<file path="config.mk">
export PLATFORM = sky130hd
export DESIGN_NAME = opm_core
export DESIGN_NICKNAME = d
export VERILOG_FILES = /design/src/opm_pkg.sv /design/src/opm_slot_timing.sv /design/src/opm_timer.sv /design/src/opm_bus_ctrl.sv /design/src/opm_core.sv
export VERILOG_INCLUDE_DIRS = /design/src
export SDC_FILE = /design/constraint.sdc
export NUM_CORES = 1
export LEC_CHECK = 0
export ABC_CLOCK_PERIOD_IN_PS = 2600
export BUFFER_PORTS_ARGS = -buffer_cell sky130_fd_sc_hd__buf_2
export CAP_MARGIN = 5
export CORE_MARGIN = 2
export CORE_UTILIZATION = 43
export DETAILED_ROUTE_END_ITERATION = 8
export PLACE_DENSITY = 0.66
export SYNTH_ARGS = -nofsm -noshare
export SYNTH_HDL_FRONTEND = slang
export SYNTH_SLANG_ARGS = --single-unit
</file>
<file path="constraint.sdc">
create_clock -name i_emuclk -period 2.6 [get_ports i_emuclk]
set_input_delay 0.26 -clock i_emuclk [delete_from_list [all_inputs] [get_ports i_emuclk]]
set_output_delay 0.26 -clock i_emuclk [all_outputs]
set_load 0.05 [all_outputs]
</file>
<file path="src/opm_config.svh">
`ifndef OPM_CONFIG_SVH
`define OPM_CONFIG_SVH

// slot frame structure
`define OPM_SLOTS           32
`define OPM_TB_PRESCALE     16      // frames per timer b tick

// widths
`define OPM_D_W             8       // cpu data bus
`define OPM_TA_W            10
`define OPM_TB_W            8

// busy flag length after a data write, in clocks
`define OPM_BUSY_CYCLES     64

//////////////////////////////////////////////////////////////////////
// register map
`define OPM_REG_CLKA1       8'h10   // timer a bits 9..2
`define OPM_REG_CLKA2       8'h11   // timer a bits 1..0
`define OPM_REG_CLKB        8'h12
`define OPM_REG_TIMERCTRL   8'h14   // run, irq enable, flag reset
`define OPM_REG_CT          8'h1B   // ct2 in bit 7, ct1 in bit 6

`endif

</file>
<file path="src/opm_pkg.sv">
`include "opm_config.svh"

package opm_pkg;

//////////////////////////////////////////////////////////////////////
// slot timing strobes

typedef struct packed {
    logic frame;        // last slot of a frame
    logic prescaled;    // frame end of every 16th frame
} opm_tick_t;

//////////////////////////////////////////////////////////////////////
// timer control and status

typedef struct packed {
    logic run;          // counter enabled
    logic irq_en;       // overflow may set the flag
    logic frst;         // one-clock flag clear
} opm_timer_ctrl_t;

typedef struct packed {
    logic ovfl;         // one-clock overflow pulse
    logic flag;         // latched interrupt flag
} opm_timer_stat_t;

//////////////////////////////////////////////////////////////////////
// cpu bus pins, as sampled on i_emuclk

// control pins are active low like on the chip
typedef struct packed {
    logic                   cs_n;
    logic                   rd_n;
    logic                   wr_n;
    logic                   a0;     // 0 = address, 1 = data
    logic [`OPM_D_W-1:0]    data;
} opm_bus_t;

endpackage

</file>
<file path="src/opm_slot_timing.sv">
`timescale 1ns/1ns
`include "opm_config.svh"

module opm_slot_timing (
    input   logic                   i_emuclk,
    input   logic                   i_rst,
    output  opm_pkg::opm_tick_t     o_tick
);

localparam int SLOT_W  = $clog2(`OPM_SLOTS);
localparam int FRAME_W = $clog2(`OPM_TB_PRESCALE);

logic   [SLOT_W-1:0]    slot_cnt;   // one slot per clock
logic   [FRAME_W-1:0]   frame_cnt;  // frames since last prescaled tick
logic                   last_slot;
logic                   last_frame;

assign last_slot  = (slot_cnt == SLOT_W'(`OPM_SLOTS - 1));
assign last_frame = (frame_cnt == FRAME_W'(`OPM_TB_PRESCALE - 1));

always_ff @(posedge i_emuclk) begin
    if (i_rst) begin
        slot_cnt  <= '0;
        frame_cnt <= '0;
    end else begin
        slot_cnt <= last_slot ? '0 : slot_cnt + 1'b1;

        // frame counter moves once per frame
        if (last_slot) begin
            frame_cnt <= last_frame ? '0 : frame_cnt + 1'b1;
        end
    end
end

assign o_tick = '{
    frame:     last_slot,
    prescaled: last_slot & last_frame
};

//////////////////////////////////////////////////////////////////////
// checks

// timer b tick must line up with a frame end
a_prescaled_on_frame: assert property (
    @(posedge i_emuclk) disable iff (i_rst)
    o_tick.prescaled |-> o_tick.frame
) else $error("prescaled tick outside frame end");

endmodule

</file>
<file path="src/opm_timer.sv">
`timescale 1ns/1ns

module opm_timer #(
    parameter int CNT_W = 10
) (
    input   logic                       i_emuclk,
    input   logic                       i_rst,

    input   logic                       i_tick,     // count enable
    input   logic   [CNT_W-1:0]         i_load,     // reload value n

    input   opm_pkg::opm_timer_ctrl_t   i_ctrl,
    output  opm_pkg::opm_timer_stat_t   o_stat
);

logic   [CNT_W-1:0]     cnt;
logic                   run_d;      // run one clock ago
logic                   flag;
logic                   run_rise;
logic                   ovfl;

assign run_rise = i_ctrl.run & ~run_d;

// only a counter that was already running can overflow
assign ovfl = i_ctrl.run & run_d & i_tick & (&cnt);

//////////////////////////////////////////////////////////////////////
// counter

always_ff @(posedge i_emuclk) begin
    if (i_rst) begin
        run_d <= 1'b0;
    end else begin
        run_d <= i_ctrl.run;
    end
end

always_ff @(posedge i_emuclk) begin
    if (i_rst) begin
        cnt <= '0;
    end else if (run_rise) begin
        cnt <= i_load;                          // start from n
    end else if (i_ctrl.run && i_tick) begin
        cnt <= ovfl ? i_load : cnt + 1'b1;      // all ones wraps to n
    end
end

//////////////////////////////////////////////////////////////////////
// interrupt flag

always_ff @(posedge i_emuclk) begin
    if (i_rst) begin
        flag <= 1'b0;
    end else if (i_ctrl.frst) begin
        flag <= 1'b0;                           // clear beats set
    end else if (ovfl && i_ctrl.irq_en) begin
        flag <= 1'b1;
    end
end

assign o_stat = '{
    ovfl: ovfl,
    flag: flag
};

//////////////////////////////////////////////////////////////////////
// checks

// the load clock never overflows, so run must have been high a clock earlier too
a_ovfl_needs_run: assert property (
    @(posedge i_emuclk) disable iff (i_rst)
    o_stat.ovfl |-> (i_ctrl.run && $past(i_ctrl.run))
) else $error("timer overflow while not running");

endmodule

</file>
<file path="src/opm_bus_ctrl.sv">
`timescale 1ns/1ns
`include "opm_config.svh"

module opm_bus_ctrl (
    input   logic                       i_emuclk,
    input   logic                       i_rst,

    // cpu side
    input   opm_pkg::opm_bus_t          i_bus,

    // timers
    input   opm_pkg::opm_timer_stat_t   i_stat_a,
    input   opm_pkg::opm_timer_stat_t   i_stat_b,
    output  logic   [`OPM_TA_W-1:0]     o_load_a,
    output  logic   [`OPM_TB_W-1:0]     o_load_b,
    output  opm_pkg::opm_timer_ctrl_t   o_ctrl_a,
    output  opm_pkg::opm_timer_ctrl_t   o_ctrl_b,

    // read data
    output  logic   [`OPM_D_W-1:0]      o_d,
    output  logic                       o_d_oe,

    // pins
    output  logic                       o_irq_n,
    output  logic                       o_ct1,
    output  logic                       o_ct2
);

localparam int BUSY_W = $clog2(`OPM_BUSY_CYCLES + 1);

//////////////////////////////////////////////////////////////////////
// bus decode

logic                   wr;
logic                   rd;
logic                   addr_wr;
logic                   data_wr;

assign wr      = ~i_bus.cs_n & ~i_bus.wr_n;
assign rd      = ~i_bus.cs_n & ~i_bus.rd_n;
assign addr_wr = wr & ~i_bus.a0;
assign data_wr = wr &  i_bus.a0;

//////////////////////////////////////////////////////////////////////
// address latch and register file

logic   [`OPM_D_W-1:0]  addr_q;     // latched register address
logic   [7:0]           clka1;
logic   [1:0]           clka2;
logic   [7:0]           clkb;
logic                   run_a, run_b;
logic                   irq_en_a, irq_en_b;
logic                   frst_a, frst_b;
logic                   ct1, ct2;

always_ff @(posedge i_emuclk) begin
    if (i_rst) begin
        addr_q <= '0;
    end else if (addr_wr) begin
        addr_q <= i_bus.data;
    end
end

always_ff @(posedge i_emuclk) begin
    if (i_rst) begin
        clka1    <= '0;
        clka2    <= '0;
        clkb     <= '0;
        run_a    <= 1'b0;
        run_b    <= 1'b0;
        irq_en_a <= 1'b0;
        irq_en_b <= 1'b0;
        frst_a   <= 1'b0;
        frst_b   <= 1'b0;
        ct1      <= 1'b0;
        ct2      <= 1'b0;
    end else begin
        // flag resets are pulses, not stored
        frst_a <= 1'b0;
        frst_b <= 1'b0;

        if (data_wr) begin
            case (addr_q)
                `OPM_REG_CLKA1:     clka1 <= i_bus.data;
                `OPM_REG_CLKA2:     clka2 <= i_bus.data[1:0];
                `OPM_REG_CLKB:      clkb  <= i_bus.data;
                `OPM_REG_TIMERCTRL: begin
                    run_a    <= i_bus.data[0];
                    run_b    <= i_bus.data[1];
                    irq_en_a <= i_bus.data[2];
                    irq_en_b <= i_bus.data[3];
                    frst_a   <= i_bus.data[4];
                    frst_b   <= i_bus.data[5];
                end
                `OPM_REG_CT: begin
                    ct2 <= i_bus.data[7];
                    ct1 <= i_bus.data[6];
                end
                default: ;  // sound registers, not kept here
            endcase
        end
    end
end

assign o_load_a = {clka1, clka2};
assign o_load_b = clkb;

assign o_ctrl_a = '{run: run_a, irq_en: irq_en_a, frst: frst_a};
assign o_ctrl_b = '{run: run_b, irq_en: irq_en_b, frst: frst_b};

assign o_ct1 = ct1;
assign o_ct2 = ct2;

//////////////////////////////////////////////////////////////////////
// busy flag

logic   [BUSY_W-1:0]    busy_cnt;   // clocks of busy left
logic                   busy;

always_ff @(posedge i_emuclk) begin
    if (i_rst) begin
        busy_cnt <= '0;
    end else if (data_wr) begin
        busy_cnt <= BUSY_W'(`OPM_BUSY_CYCLES);  // restart on every data write
    end else if (busy_cnt != '0) begin
        busy_cnt <= busy_cnt - 1'b1;
    end
end

assign busy = (busy_cnt != '0);

//////////////////////////////////////////////////////////////////////
// status read and irq

logic   [`OPM_D_W-1:0]  status;

assign status = {busy, 5'b0_0000, i_stat_b.flag, i_stat_a.flag};

always_ff @(posedge i_emuclk) begin
    if (i_rst) begin
        o_d <= '0;
    end else if (rd) begin
        o_d <= status;      // follows status while the read is held
    end
end

always_ff @(posedge i_emuclk) begin
    if (i_rst) begin
        o_d_oe <= 1'b0;
    end else begin
        o_d_oe <= rd;
    end
end

assign o_irq_n = ~(i_stat_a.flag | i_stat_b.flag);

//////////////////////////////////////////////////////////////////////
// checks

// busy drops exactly OPM_BUSY_CYCLES clocks after the last data write
a_busy_len: assert property (
    @(posedge i_emuclk) disable iff (i_rst)
    $fell(busy) |-> $past(data_wr, `OPM_BUSY_CYCLES + 1)
) else $error("busy flag length wrong");

a_oe_after_read: assert property (
    @(posedge i_emuclk) disable iff (i_rst)
    !$past(rd) |-> !o_d_oe
) else $error("data output enabled without a read");

// a timer flag only sets from an enabled overflow
a_flag_a_src: assert property (
    @(posedge i_emuclk) disable iff (i_rst)
    $rose(i_stat_a.flag) |-> $past(i_stat_a.ovfl && o_ctrl_a.irq_en)
) else $error("timer a flag set without enabled overflow");

a_flag_b_src: assert property (
    @(posedge i_emuclk) disable iff (i_rst)
    $rose(i_stat_b.flag) |-> $past(i_stat_b.ovfl && o_ctrl_b.irq_en)
) else $error("timer b flag set without enabled overflow");

endmodule

</file>
<file path="src/opm_core.sv">
`timescale 1ns/1ns
`include "opm_config.svh"

module opm_core (
    input   logic                   i_emuclk,   // one slot per clock
    input   logic                   i_rst,

    // bus control and address
    input   logic                   i_cs_n,
    input   logic                   i_rd_n,
    input   logic                   i_wr_n,
    input   logic                   i_a0,

    // bus data
    input   logic   [7:0]           i_d,
    output  logic   [7:0]           o_d,
    output  logic                   o_d_oe,

    // pins
    output  logic                   o_irq_n,
    output  logic                   o_ct1,      // reg 0x1B bit 6
    output  logic                   o_ct2       // reg 0x1B bit 7
);

//////////////////////////////////////////////////////////////////////
// interconnects

opm_pkg::opm_bus_t          bus;
opm_pkg::opm_tick_t         tick;
opm_pkg::opm_timer_ctrl_t   ctrl_a, ctrl_b;
opm_pkg::opm_timer_stat_t   stat_a, stat_b;
logic   [`OPM_TA_W-1:0]     load_a;
logic   [`OPM_TB_W-1:0]     load_b;

assign bus = '{cs_n: i_cs_n, rd_n: i_rd_n, wr_n: i_wr_n, a0: i_a0, data: i_d};

//////////////////////////////////////////////////////////////////////
// modules

opm_slot_timing u_slot_timing (
    .i_emuclk   (i_emuclk   ),
    .i_rst      (i_rst      ),
    .o_tick     (tick       )
);

opm_bus_ctrl u_bus_ctrl (
    .i_emuclk   (i_emuclk   ),
    .i_rst      (i_rst      ),
    .i_bus      (bus        ),
    .i_stat_a   (stat_a     ),
    .i_stat_b   (stat_b     ),
    .o_load_a   (load_a     ),
    .o_load_b   (load_b     ),
    .o_ctrl_a   (ctrl_a     ),
    .o_ctrl_b   (ctrl_b     ),
    .o_d        (o_d        ),
    .o_d_oe     (o_d_oe     ),
    .o_irq_n    (o_irq_n    ),
    .o_ct1      (o_ct1      ),
    .o_ct2      (o_ct2      )
);

opm_timer #(.CNT_W(`OPM_TA_W)) u_timer_a (
    .i_emuclk   (i_emuclk   ),
    .i_rst      (i_rst      ),
    .i_tick     (tick.frame ),  // counts frames
    .i_load     (load_a     ),
    .i_ctrl     (ctrl_a     ),
    .o_stat     (stat_a     )
);

opm_timer #(.CNT_W(`OPM_TB_W)) u_timer_b (
    .i_emuclk   (i_emuclk       ),
    .i_rst      (i_rst          ),
    .i_tick     (tick.prescaled ),  // every 16th frame
    .i_load     (load_b         ),
    .i_ctrl     (ctrl_b         ),
    .o_stat     (stat_b         )
);

endmodule

</file>
; ---- Yosys cells after proc, flatten, opt, wreduce, memory -nomap -nowiden
; Cells that the tools add are included.
; W data, S select, Z words.
[totals]
word_cells = 88
out_inout_bits = 12
ff_bits = 76
[classes]
n_reduce_logical = 20
n_mux = 9
n_addsub = 5
n_bitwise = 23
n_eq_ne = 7
[ops]
columns = operator, count
row1 = $eq A8 B5 Y1 const B, 5
row2 = $mux W10, 3
row3 = $mux W8, 3
row4 = $mux W7, 2
row5 = $and A1 B1 Y1, 13
row6 = $add A10 B1 Y10 const B, 1
row7 = $reduce_and A10 Y1, 1
row8 = $reduce_and A2 Y1, 5
row9 = $not A1 Y1, 9
row10 = $add A8 B1 Y8 const B, 1
row11 = $reduce_and A8 Y1, 1
row12 = $reduce_or A2 Y1, 4
row13 = $reduce_bool A7 Y1, 1
row14 = $sub A7 B1 Y7 const B, 1
row15 = $reduce_bool A2 Y1, 3
row16 = $add A5 B1 Y5 const B, 1
row17 = $eq A5 B5 Y1 const B, 1
row18 = $add A4 B1 Y4 const B, 1
row19 = $eq A4 B4 Y1 const B, 1
row20 = $logic_and A1 B1 Y1, 4
row21 = $mux W4, 1
row22 = $reduce_or A3 Y1, 1
row23 = $or A1 B1 Y1, 1

; ---- Longest topological paths before layout
[depth]
ltp_word = 7
ltp_mapped = 9
mapped_depth_nobuf = 7

; ---- Hierarchy
; Synthesis repeated with hierarchy kept, for this count alone.
[hier_totals]
hier_cells = 393
area_unflattened_um2 = 3743.6
[by_module_without_submodules]
columns = mod, cells_per_inst, seq_area_each_um2, n_inst, area_each_um2
row1 = opm_bus_ctrl, 192, 900.9, 1, 1975.6
row2 = opm_timer at u_timer_a, 91, 240.2, 1, 724.4
row3 = opm_timer at u_timer_b, 71, 200.2, 1, 651.9
row4 = opm_slot_timing, 39, 180.2, 1, 391.6

; ---- Worst setup path before layout
; Ideal clock, no wire load.
[synth_path]
kind = reg-to-reg
from = register u_slot_timing.slot_cnt[0]
to = register u_timer_b.cnt[5]
n_path_buf = 2
t_required_ns = 2.526
path_stages_with_launch = 10
setup_slack_ns = 0.535
arrival_ns = 1.991
cell_sequence = dfxtp_1 -> ha_1 -> and3_1 -> ha_1 -> and4_1 -> clkbuf_1 -> a31o_2 -> buf_2 -> o32a_1 -> o21ai_0
[synth_via]
elab_chain_len = 7
word_cells_on_any_way = 9
[synth_lines]
columns = element, line_no
row1 = start: declaration, opm_slot_timing.sv:13  ; logic [SLOT_W-1:0] slot_cnt;
row2 = start signal: assignment, opm_slot_timing.sv:26  ; slot_cnt <= last_slot ? '0 : slot_cnt + 1'b1;
row3 = $eq A5 B5 Y1 *, opm_slot_timing.sv:18  ; assign last_slot = (slot_cnt == SLOT_W'(`OPM_SLOTS - 1));
row4 = $and A1 B1 Y1 *, opm_slot_timing.sv:37  ; prescaled: last_slot & last_frame
row5 = $and A1 B1 Y1 (2 in a row), opm_timer.sv:25  ; assign ovfl = i_ctrl.run & run_d & i_tick & (&cnt);
row6 = $mux W8, opm_timer.sv:44  ; cnt <= ovfl ? i_load : cnt + 1'b1;
row7 = $mux W8, opm_timer.sv:43  ; end else if (i_ctrl.run && i_tick) begin
row8 = $mux W8, opm_timer.sv:41  ; end else if (run_rise) begin
row9 = end signal: assignment, opm_timer.sv:42  ; cnt <= i_load;
row10 = end signal: assignment, opm_timer.sv:44
row11 = end: declaration, opm_timer.sv:16  ; logic [CNT_W-1:0] cnt;
; Every way passes the cells marked *; elsewhere a longest branch is shown, timed or not. The select of a mux whose other input is x is not followed.
; A chain may end at the register's enable or synchronous reset.

; ---- Worst setup path in the final report
[layout_path]
from = register u_slot_timing.slot_cnt[0]
to = register u_timer_a.cnt[1]
[layout_via]
elab_chain_len = 6
word_cells_on_any_way = 8
[layout_lines]
columns = element, line_no
row1 = $eq A5 B5 Y1 *, opm_slot_timing.sv:18
row2 = $and A1 B1 Y1 (2 in a row), opm_timer.sv:25
row3 = $mux W10, opm_timer.sv:44
row4 = $mux W10, opm_timer.sv:43
row5 = $mux W10, opm_timer.sv:41
row6 = end signal: assignment, opm_timer.sv:42
row7 = end signal: assignment, opm_timer.sv:44
row8 = end: declaration, opm_timer.sv:16
; Marked as above.

==> impl_metrics.json <==
{
  "ant_nets": 0,
  "clkTransAtPathRegs_ns": 0.08,
  "die_x_um": 93.8,
  "initial_core_util": 0.447,
  "fin_crit_sh": 0.909,
  "hp-class": "input pin to flop",
  "dr_total_vias": 2762,
  "avgSynthCellArea_um2": 9.10,
  "antenna_found_initial": 0,
  "met3_usage": 0.0610,
  "io_buffers": 20,
  "hold_viol": 0,
  "max_freq_mhz": 423,
  "syn-instance-count": 381,
  "critical_path_class": "flop to flop",
  "crit_required_ns": 2.81,
  "grtUsageMet2": 0.302,
  "critPathMaxFanout": 12,
  "first_pass_iters": 4,
  "fin_cells": 505,
  "cts_buffers": 9,
  "postCtsSetupBuffers": 0,
  "cp_slowest_cell": "a2111oi_0",
  "crit_arrival_ns": 2.57,
  "fill_cells": 739,
  "p_per_area_mw_per_mm2": 668,
  "clkLatencyLatePin_ns": 0.34,
  "hold_buffers": 0,
  "period_minus_slack_ns": 2.36,
  "dieArea_mm2": 0.00880,
  "crit_path_max_incr_delay_ns": 0.39,
  "design_area_mm2": 0.00387,
  "cts.repair.resized": 0,
  "ios": 26,
  "nNetsFinal": 419,
  "drive_above_1_share": 0.134,
  "tritoncts": "done",
  "clockBufferDepth": 2,
  "dp_cells": 490,
  "routed_wl_mm": 7.25,
  "coreArea_mm2": 0.00777,
  "synth_edf_count": 0,
  "timing.final.ws_setup_ns": 0.236,
  "yosys_warnings": 0,
  "place_area_mm2": 0.00365,
  "overflow": 0,
  "outcome": "completed",
  "place_congestion": 0.902,
  "dp_slack_ns": 0.213,
  "maxCapViolations": 0,
  "top_usage_layer": "met2",
  "grt_pass1_vias": 2644,
  "antennaDiodeCount": 0,
  "fp-row-count": 32,
  "p_leak_nw": 1.43,
  "syn_to_final_growth_pct": 11.6,
  "max-slew-margin-rel": 0.461,
  "final_cell_mix": "76 x dfxtp_1, 57 x nor2_1, 36 x mux2i_1",
  "setup_viol": 0,
  "drt-initial-drc-count": 151,
  "hpwl_mm": 5.19,
  "synth-seq-cells": 76,
  "post-route-drc-count": 0,
  "clockRootBuffer": "clkbuf_8",
  "skew_ns": 0.00786,
  "crit_chain": "ha_1 -> and3_1 -> ha_1 -> nand4_1 -> o41ai_2 -> buf_4 -> nor3_1 -> a2111oi_0",
  "reg2reg_depth": 8,
  "met1_usage": 0.227,
  "viasPerCell": 5.47,
  "ys.flop_type": "dfxtp_1",
  "rsz0062_at_grt": "no",
  "drv_slew": 0,
  "worstSetupStartpointType": "flop",
  "tightest_slew_ns": 0.808,
  "synthDistinctLibCells": 57,
  "fin_hold_ws_ns": 0.140,
  "synthArstFlopShare": 0,
  "syn_area_mm2": 0.00347,
  "grt_pass1_wl_mm": 12.6,
  "final_util": 0.498,
  "vdd_drop_max_mv": 0.300,
  "cpMostUsedCell": "ha_1",
  "p_total_mw": 2.58,
  "wire_per_inst_um": 14.4,
  "clock_sinks": 76,
  "yosysSeqAreaShare": 0.439,
  "grt_max_degree": 45,
  "critPathCaptureType": "flop",
  "worstHoldPathCells": 2,
  "cts_max_level": 3,
  "gr-usage-all-layers": 0.183,
  "die_h_um": 93.8,
  "final.setup.tns_ns": 0,
  "final_common_cell": "dfxtp_1"
}
==> report_power, final <==
part	switching (mW)	total, mW	internal [mW]
clock	0.408	0.970	0.562
combinational	0.190	0.338	0.148
sequential	0.0516	1.28	1.23
==> flip-flops by register name (all words and copies together) (netlist names), 2 cells and up <==
| register | count |
|---|---|
| u_timer_a.cnt | 10 |
| u_timer_b.cnt | 8 |
| u_bus_ctrl.addr_q | 8 |
| u_bus_ctrl.busy_cnt | 7 |
| u_slot_timing.frame_cnt | 4 |
| u_bus_ctrl.o_d | 3 |
| u_bus_ctrl.clka2 | 2 |
| u_slot_timing.slot_cnt | 5 |
| u_bus_ctrl.o_load_b | 8 |
| u_bus_ctrl.clka1 | 8 |
==> cells in the mapped netlist (7+ instances only) <==
library cell  instances  area share
inv_1                 9      0.0097
nand3_1              11       0.016
o21ai_0              14       0.020
dfxtp_1              76        0.44
a21oi_1              14       0.020
nor2_1               57       0.062
nand2_1              13       0.014
mux2i_1              36        0.10
clkbuf_1             12       0.013
nand4_1               7       0.013
nor2b_1               7       0.013
and3_1                7       0.013
nor3_1               18       0.026
==> critical path, delay by kind of cell, from the launching register on <==
family / cells / cell delay, ns
AO/OA/AOI/OAI: 2 / 0.63
adder cells (fa/ha/maj): 2 / 0.57
buffers and inverters: 1 / 0.22
flip-flops: 1 / 0.36
AND/OR/NAND/NOR: 3 / 0.45
==> routing by layer <==
layer	wire length, µm	vias up
met5	0	-
met4	37	0
met3	292	2
met2	3420	46
met1	3500	1311
li1	-	1403
==> logic make-up (layout without fill, tap and decap cells) <==
logic type                 count (synthesis)  in the layout  share of synthesized area
buffers and inverters                     35             53                     0.0473
and+or+nand+nor                          152            152                      0.232
muxes                                     36             36                      0.104
DFF                                       76             76                      0.439
AOI/OAI and AO/OA                         65             65                      0.130
xor gates and xnor gates                  10             10                     0.0253
other                                      1              5                    0.00108
adders and majority gates                  6              6                     0.0216
==> worst paths after layout <==
kind	startpoint	end	slack, ns
hold reg to reg	u_bus_ctrl.frst_a	u_timer_a.flag	0.39
hold / removal	i_rd_n	u_bus_ctrl.o_d_oe	0.14
setup / recovery	u_slot_timing.slot_cnt[0]	u_timer_a.cnt[1]	0.24
setup reg to reg	u_slot_timing.slot_cnt[0]	u_timer_a.cnt[1]	0.24
==> area by class of cell <==
cell class	count	area (µm²)	area share
clock buffer	11	141	0.0365
clock inverter	4	73.8	0.0191
inverter	9	33.8	0.00873
multi-input combinational	274	1800	0.466
sequential	76	1520	0.393
tap	102	128	0.0330
timing repair buffer	29	168	0.0433
(Power assumes the default switching activity.)
